File: src/irq_macros.svh
// Shared sizing and timing constants for the interrupt and sleep controller, include where needed
`ifndef IRQ_MACROS_SVH
`define IRQ_MACROS_SVH

// --------------------
// Interrupt lines
// --------------------

// Number of external interrupt lines into the hart
`define IRQ_NUM 32

// Implemented lines
// Platform lines 31..16 plus machine external, timer and software
`define IRQ_VALID_MASK 32'hFFFF_0888

// Width of an interrupt id on the acknowledge
`define IRQ_ID_W 5

// --------------------
// Sleep timing
// --------------------

// Minimum cycles from a retired WFI to core sleep
`define WFI_SLEEP_LATENCY 2

// Drain counter width, must hold WFI_SLEEP_LATENCY minus one
`define SLEEP_CNT_W 2

`endif

File: src/irq_pkg.sv
// Types shared by the interrupt controller RTL and its testbench, import with irq_pkg::*
`include "irq_macros.svh"

package irq_pkg;

  // --------------------
  // Privilege
  // --------------------

  // RISC-V privilege encoding, only M and U are implemented
  typedef enum logic [1:0] {
    PRIV_LVL_U = 2'b00,
    PRIV_LVL_M = 2'b11
  } priv_lvl_e;

  // --------------------
  // Hart side config
  // --------------------

  // CSR fields that the hart drives into the controller
  typedef struct packed {
    logic [`IRQ_NUM-1:0] mie;
    logic                mstatus_mie;
    logic                mstatus_tw;
    priv_lvl_e           priv;
  } irq_cfg_t;

  // Acknowledge towards the hart
  // Valid is a single cycle strobe
  typedef struct packed {
    logic                 valid;
    logic [`IRQ_ID_W-1:0] id;
  } irq_ack_t;

  // Sleep controller states
  typedef enum logic [1:0] {
    RUN   = 2'b00,
    DRAIN = 2'b01,
    SLEEP = 2'b10
  } wfi_state_e;

endpackage

File: src/irq_arbiter.sv
// Fixed-priority interrupt arbiter, registers the winner and pulses the acknowledge to the hart
`timescale 1ns/1ps
`include "irq_macros.svh"

module irq_arbiter
  import irq_pkg::*;
(
  input  logic                clk_i,
  input  logic                rst_ni,
  input  logic [`IRQ_NUM-1:0] pend_en_i,
  input  irq_cfg_t            cfg_i,
  output irq_ack_t            ack_o
);

  logic [18:0]          prio_vec;
  logic [`IRQ_ID_W-1:0] win_id;
  logic                 mmode_en;
  logic                 umode;
  logic                 take;
  logic                 ack_valid_q;
  logic [`IRQ_ID_W-1:0] ack_id_q;

  // --------------------
  // Priority table
  // --------------------

  // Lines in decreasing priority
  // 31 down to 16, then 11, then 3, then 7
  assign prio_vec = {pend_en_i[31:16], pend_en_i[11], pend_en_i[3], pend_en_i[7]};

  always_comb begin
    win_id = '0;
    casez (prio_vec)
      19'b1???_????_????_????_???: win_id = 5'd31;
      19'b01??_????_????_????_???: win_id = 5'd30;
      19'b001?_????_????_????_???: win_id = 5'd29;
      19'b0001_????_????_????_???: win_id = 5'd28;
      19'b0000_1???_????_????_???: win_id = 5'd27;
      19'b0000_01??_????_????_???: win_id = 5'd26;
      19'b0000_001?_????_????_???: win_id = 5'd25;
      19'b0000_0001_????_????_???: win_id = 5'd24;
      19'b0000_0000_1???_????_???: win_id = 5'd23;
      19'b0000_0000_01??_????_???: win_id = 5'd22;
      19'b0000_0000_001?_????_???: win_id = 5'd21;
      19'b0000_0000_0001_????_???: win_id = 5'd20;
      19'b0000_0000_0000_1???_???: win_id = 5'd19;
      19'b0000_0000_0000_01??_???: win_id = 5'd18;
      19'b0000_0000_0000_001?_???: win_id = 5'd17;
      19'b0000_0000_0000_0001_???: win_id = 5'd16;
      // Machine external
      19'b0000_0000_0000_0000_1??: win_id = 5'd11;
      // Machine software
      19'b0000_0000_0000_0000_01?: win_id = 5'd3;
      // Machine timer is last
      19'b0000_0000_0000_0000_001: win_id = 5'd7;
      default:                     win_id = '0;
    endcase
  end

  // --------------------
  // Take condition
  // --------------------

  // M-mode needs the global enable
  assign mmode_en = (cfg_i.priv == PRIV_LVL_M) && cfg_i.mstatus_mie;
  // U-mode traps on any enabled pending line
  assign umode    = (cfg_i.priv == PRIV_LVL_U);
  assign take     = (|pend_en_i) && (mmode_en || umode);

  // Valid is blocked on the cycle after a pulse
  // A held line re-acks every second cycle
  always_ff @(posedge clk_i or negedge rst_ni) begin
    if (!rst_ni) begin
      ack_valid_q <= 1'b0;
    end else begin
      ack_valid_q <= take && !ack_valid_q;
    end
  end

  // Id only matters while valid is high
  always_ff @(posedge clk_i) begin
    if (take) begin
      ack_id_q <= win_id;
    end
  end

  assign ack_o = '{valid: ack_valid_q, id: ack_id_q};

endmodule

File: src/irq_ctrl_top.sv
// Top level of the machine interrupt and sleep controller, instantiate as the hart's IRQ block
`timescale 1ns/1ps
`include "irq_macros.svh"

module irq_ctrl_top
  import irq_pkg::*;
(
  input  logic                clk_i,
  input  logic                rst_ni,
  input  logic [`IRQ_NUM-1:0] irq_i,
  input  irq_cfg_t            cfg_i,
  input  logic                wfi_i,
  input  logic                debug_req_i,
  input  logic                pipe_idle_i,
  output logic [`IRQ_NUM-1:0] mip_o,
  output irq_ack_t            ack_o,
  output logic                core_sleep_o,
  output logic                wake_o
);

  logic [`IRQ_NUM-1:0] pend_en;
  logic                timer_load;
  logic                timer_done;

  // --------------------
  // Interrupt path
  // --------------------

  // Only the enable word goes to the pending stage
  irq_pending u_pending (
    .clk_i     (clk_i),
    .rst_ni    (rst_ni),
    .irq_i     (irq_i),
    .mie_i     (cfg_i.mie),
    .mip_o     (mip_o),
    .pend_en_o (pend_en)
  );

  irq_arbiter u_arbiter (
    .clk_i     (clk_i),
    .rst_ni    (rst_ni),
    .pend_en_i (pend_en),
    .cfg_i     (cfg_i),
    .ack_o     (ack_o)
  );

  // --------------------
  // Sleep path
  // --------------------

  sleep_timer u_timer (
    .clk_i  (clk_i),
    .rst_ni (rst_ni),
    .load_i (timer_load),
    .done_o (timer_done)
  );

  wfi_fsm u_wfi (
    .clk_i        (clk_i),
    .rst_ni       (rst_ni),
    .wfi_i        (wfi_i),
    .cfg_i        (cfg_i),
    .pend_en_i    (pend_en),
    .debug_req_i  (debug_req_i),
    .pipe_idle_i  (pipe_idle_i),
    .timer_done_i (timer_done),
    .timer_load_o (timer_load),
    .core_sleep_o (core_sleep_o),
    .wake_o       (wake_o)
  );

endmodule

File: src/irq_pending.sv
// Pending register for the external interrupt lines, feeds mip and the enabled-pending word
`timescale 1ns/1ps
`include "irq_macros.svh"

module irq_pending (
  input  logic                clk_i,
  input  logic                rst_ni,

  // Raw lines from the platform
  input  logic [`IRQ_NUM-1:0] irq_i,

  // Per-line enables from mie
  input  logic [`IRQ_NUM-1:0] mie_i,

  // Registered pending word
  output logic [`IRQ_NUM-1:0] mip_o,

  // Pending and enabled
  output logic [`IRQ_NUM-1:0] pend_en_o
);

  // --------------------
  // Pending register
  // --------------------

  logic [`IRQ_NUM-1:0] irq_masked;
  logic [`IRQ_NUM-1:0] mip_q;

  // Reserved lines are dropped before the flop
  // so they can never show up in mip
  assign irq_masked = irq_i & `IRQ_VALID_MASK;

  // One cycle of latency from irq_i to mip
  always_ff @(posedge clk_i or negedge rst_ni) begin
    if (!rst_ni) begin
      mip_q <= '0;
    end else begin
      mip_q <= irq_masked;
    end
  end

  assign mip_o = mip_q;

  // --------------------
  // Enabled pending
  // --------------------

  // Arbiter and sleep logic both see this word
  // Global enable and privilege are applied downstream
  assign pend_en_o = mip_q & mie_i;

endmodule

File: src/sleep_timer.sv
// Drain delay counter for WFI, loaded by the sleep FSM and reporting when the delay has elapsed
`timescale 1ns/1ps
`include "irq_macros.svh"

module sleep_timer (
  input  logic clk_i,
  input  logic rst_ni,

  // Start of a new drain period
  input  logic load_i,

  // Counter reached zero
  output logic done_o
);

  // --------------------
  // Counter
  // --------------------

  localparam logic [`SLEEP_CNT_W-1:0] LOAD_VAL = `SLEEP_CNT_W'(`WFI_SLEEP_LATENCY - 1);

  logic [`SLEEP_CNT_W-1:0] cnt_q;
  logic                    cnt_zero;

  assign cnt_zero = (cnt_q == '0);

  // Load wins over counting
  // Holds at zero until the next load
  always_ff @(posedge clk_i or negedge rst_ni) begin
    if (!rst_ni) begin
      cnt_q <= '0;
    end else if (load_i) begin
      cnt_q <= LOAD_VAL;
    end else if (!cnt_zero) begin
      cnt_q <= cnt_q - 1'b1;
    end
  end

  // High out of reset too
  // the FSM only looks at it while draining
  assign done_o = cnt_zero;

endmodule

File: src/wfi_fsm.sv
// WFI sleep state machine, qualifies WFI, waits out the drain and idle pipe, then sleeps until woken
`timescale 1ns/1ps
`include "irq_macros.svh"

module wfi_fsm
  import irq_pkg::*;
(
  input  logic                clk_i,
  input  logic                rst_ni,

  // Retired WFI strobe
  input  logic                wfi_i,
  input  irq_cfg_t            cfg_i,

  // Wake causes
  input  logic [`IRQ_NUM-1:0] pend_en_i,
  input  logic                debug_req_i,

  // Pipeline has nothing in flight
  input  logic                pipe_idle_i,

  // Drain timer handshake
  input  logic                timer_done_i,
  output logic                timer_load_o,

  output logic                core_sleep_o,
  output logic                wake_o
);

  wfi_state_e state_q;
  wfi_state_e state_d;
  logic       wfi_ok;
  logic       wake_cause;
  logic       wake_q;

  // --------------------
  // Qualifiers
  // --------------------

  // U-mode with TW set makes WFI trap instead of sleep
  assign wfi_ok = wfi_i && !((cfg_i.priv == PRIV_LVL_U) && cfg_i.mstatus_tw);

  // Wake ignores mstatus.mie and privilege
  assign wake_cause = (|pend_en_i) || debug_req_i;

  // Timer restarts on every accepted WFI
  assign timer_load_o = (state_q == RUN) && wfi_ok;

  // --------------------
  // Next state
  // --------------------

  always_comb begin
    state_d = state_q;
    case (state_q)
      RUN: begin
        if (wfi_ok) begin
          state_d = DRAIN;
        end
      end
      DRAIN: begin
        // A wake cause aborts the drain
        if (wake_cause) begin
          state_d = RUN;
        end else if (timer_done_i && pipe_idle_i) begin
          state_d = SLEEP;
        end
      end
      SLEEP: begin
        if (wake_cause) begin
          state_d = RUN;
        end
      end
      default: begin
        state_d = RUN;
      end
    endcase
  end

  always_ff @(posedge clk_i or negedge rst_ni) begin
    if (!rst_ni) begin
      state_q <= RUN;
      wake_q  <= 1'b0;
    end else begin
      state_q <= state_d;
      // Pulse on the edge that returns to RUN
      wake_q  <= (state_q != RUN) && wake_cause;
    end
  end

  assign core_sleep_o = (state_q == SLEEP);
  assign wake_o       = wake_q;

endmodule
File: config.mk
export PLATFORM = sky130hd
export DESIGN_NAME = irq_ctrl_top
export DESIGN_NICKNAME = d
export VERILOG_FILES = /design/src/irq_pkg.sv /design/src/irq_arbiter.sv /design/src/irq_ctrl_top.sv /design/src/irq_pending.sv /design/src/sleep_timer.sv /design/src/wfi_fsm.sv
export VERILOG_INCLUDE_DIRS = /design/src
export SDC_FILE = /design/constraint.sdc
export NUM_CORES = 1
export LEC_CHECK = 0
export CAP_MARGIN = 25
export CORE_MARGIN = 3
export CORE_UTILIZATION = 50
export CTS_CLUSTER_DIAMETER = 30
export CTS_CLUSTER_SIZE = 12
export DETAILED_ROUTE_END_ITERATION = 12
export DONT_BUFFER_PORTS = 1
export MAX_ROUTING_LAYER = met4
export PLACE_DENSITY = 0.77
export SYNTH_ARGS = -nofsm -noshare
export SYNTH_HDL_FRONTEND = slang
export SYNTH_HIERARCHICAL = 1
export SYNTH_SLANG_ARGS = --single-unit
File: constraint.sdc
create_clock -name clk_i -period 3.3 [get_ports clk_i]
set_input_delay 0.165 -clock clk_i [delete_from_list [all_inputs] [get_ports clk_i]]
set_output_delay 0.165 -clock clk_i [all_outputs]
set_load 0.05 [all_outputs]
==> metrics.txt <==
RSZ-0062 raised after global routing no; uppermost layer routed met4; Layout area overhead 14.6%; DRT antenna net count 0; CP max FO 6; Inserted Clock Buffers 5; endpoint type of the worst setup path flop; ys flop type dfrtp_1; effective utilization at floorplan between 50% and 60%; WL/cell 16.2 um; worst r2r path cells 5; Post-synth EDFFs 5; final-stage net count 250; Seq cells post-synth 30; status finished, final reports clean; Die Span X 62.2 um; Synth cell types 36; H-tree Lvls 2; FF-to-FF Start u_pending/mip_o[30]$_DFF_PN0_; DRT met1 WL between 1 and 1.5 mm; DRT Pass-1 Iters 4; IO Port Bufs 0; met2 WL post-DR 1.81 mm; clock buffer depth 2; slew margin rel. 34.3%; share of layout cells above drive strength 1 9.60%; endpoints failing hold 0; Worst Path Required between 3 and 4 ns; cell count after synthesis roughly 150; synthesized cell area roughly 1600 sq um; initial DRC count 27; num rows 19; dominant cell type by area after synthesis dfrtp_1; VDD IR max 0.000375 V; drt drc 0; Critical Path End u_arbiter/ack_valid_q$_DFF_PN0_; met3 routed WL approximately 430 um; vias per std cell 5.29; Final Skew between 0.006 and 0.007 ns; Final HPWL DP around 2.5 mm; via count approximately 1,200; synthesized area per cell around 11 sq um; clk sinks 30; WS Path Type reg2reg; # Max-Cap Violations 0; ANT cells 0; f_max between 400 and 500 MHz; post-CTS setup buffer count 0; pin count of the biggest net entering global routing 26; Setup WS post-layout ~1.1 ns; Setup WS pre-CTS ~1.1 ns; die height approximately 62 um; Final Max Tran Viols 0; RePlAce Congestion about 0.85; HP Class in2reg; vias in the first global route roughly 1,300; clk_lat worst skew roughly 0.33 ns; Tmin final about 2.2 ns; initial antenna violation count 0; gr usage total a little under a fifth; Critical R2R Capture u_arbiter/ack_valid_q$_DFF_PN0_; Yosys Warn Count 6; crit start category flop; first-pass GRT wire length ~5.5 mm; power per cell area a little under 500 nW/um^2; Worst Setup SP u_pending/mip_o[30]$_DFF_PN0_; Synth top area share slightly below 40%; Post-Route Setup TNS 0 ns; final setup vio count 0; synth top area cells dfrtp_1, buf_4, edfxtp_1, and2_1, nor4_1; GRT overflow 0; Crit path arrival time 2.43 ns; Top-Level Pins 113; clock-pin slew on the worst setup and hold paths approximately 0.090 ns; FF-to-FF setup slack approximately 1.1 ns; Slew @ Worst Pin 0.984 ns; Root Driver clkbuf_4; FFs w/ async S/R, synth approximately 83%; Seq/Total Area, Yosys 49.1%; core footprint around 2900 sq um; total detailed-routing wirelength 3.54 mm; final period utilization 67.3%; Die ar. 3870 sq um; Leak just under 0.8 nW; CTS tree yes; Hold Startpoint pipe_idle_i
==> layout make-up <==
type | instances | area, sq um
clock buffers | 6 | 51.3
multi-input cells | 110 | 669
fillers | 224 | 1060
well taps | 42 | 52.6
inverters | 7 | 26.3
repair buffers | 22 | 225
flip-flops and latches | 30 | 776
clock inverters | 2 | 11.3
==> layer usage <==
layer	up-vias	global-route usage, %
li1	520	-
met1	533	19.3
met2	92	32.1
met3	13	7.39
met4	0	8.56
met5	-	-
==> power breakdown <==
part	switching [mW]	internal (mW)	total [mW]
Combinational	0.114	0.0720	0.186
Sequential	0.0785	0.407	0.486
Clock	0.126	0.103	0.229
==> worst max-delay path, stage by stage (launching register included) <==
cell and delay [ns]:
dfrtp_1 0.57, and2_1 0.32, nor4_2 0.40, nand4_1 0.22
o31a_1 0.43, nor2b_4 0.16
==> worst min-delay path by stage <==
stage	cells past startpoint	end	slack (ns)
after global placement	0	u_pending/mip_o[24]$_DFF_PN0_	-0.13
after global routing	2	u_wfi/state_q[1]$_DFFE_PN0P_	0.02
after detailed placement	0	u_pending/mip_o[24]$_DFF_PN0_	-0.13
after CTS	2	u_wfi/state_q[1]$_DFFE_PN0P_	0.003
after floorplan	0	u_arbiter/ack_valid_q$_DFF_PN0_	-0.13
final	2	u_wfi/state_q[1]$_DFFE_PN0P_	0.02
==> cells by family after synthesis <==
group	after synthesis	share of synthesized area, %
DFF	30	49.1
buffers and inverters	34	14.5
adders and majority gates	1	0.792
AOI/OAI and AO/OA	16	7.21
other	1	0.237
xor gates and xnor gates	1	0.554
and+or+nand+nor	66	27.6
==> registers in the layout, indices dropped and copies added (netlist names) <==
name / cells
u_pending/mip_o: 19
u_arbiter/ack_id_q: 5
u_timer/cnt_q: 2
u_wfi/state_q: 2
u_arbiter/ack_valid_q: 1
u_wfi/wake_o: 1
==> cell usage in the layout (no fill, tap or decap), types with 3 or more instances in the layout <==
| master | Yosys | layout |
|---|---|---|
| or3_1 | 3 | 3 |
| nand2_1 | 5 | 5 |
| clkbuf_4 | 0 | 5 |
| dlygate4sd3_1 | 0 | 21 |
| dfrtp_1 | 25 | 25 |
| nor4_2 | 3 | 3 |
| nor2_1 | 10 | 10 |
| edfxtp_1 | 5 | 5 |
| nor2b_1 | 3 | 3 |
| conb_1 | 1 | 26 |
| a31oi_1 | 3 | 3 |
| nand4_1 | 3 | 3 |
| inv_1 | 7 | 7 |
| and2_1 | 19 | 19 |
| nor4_1 | 8 | 8 |
==> metrics by stage <==
step	utilization, %	area [sq um]	power [mW]	std cells	hold slack, ns
floorplan	-	1670	0.647	174	-0.131
global placement	53.0	1520	0.638	189	-0.130
detailed placement	53.0	1520	0.651	189	-0.130
CTS	62.5	1800	0.906	218	0.00334
global route	63.0	1810	0.945	219	0.0181
finish	63.0	1810	0.901	219	0.0190
==> cell usage after synthesis, types with 2 or more instances <==
cell / n
nor2_1: 10
edfxtp_1: 5
o21ai_0: 2
dfrtp_1: 25
nand2_1: 5
or3_1: 3
buf_4: 27
and2_1: 19
nand3_1: 2
inv_1: 7
nor4_1: 8
nand2b_1: 2
nand4_1: 3
nor2b_1: 3
nor4_2: 3
a31oi_1: 3
nor4_4: 2
a21oi_1: 2
==> timing repair <==
action                     4_1_cts  5_1_grt
setup endpoints to repair        0        0
gates resized for setup          0        0
hold endpoints to repair        45        0
hold buffers                    21        0
Power figures use the tool's default switching activity.
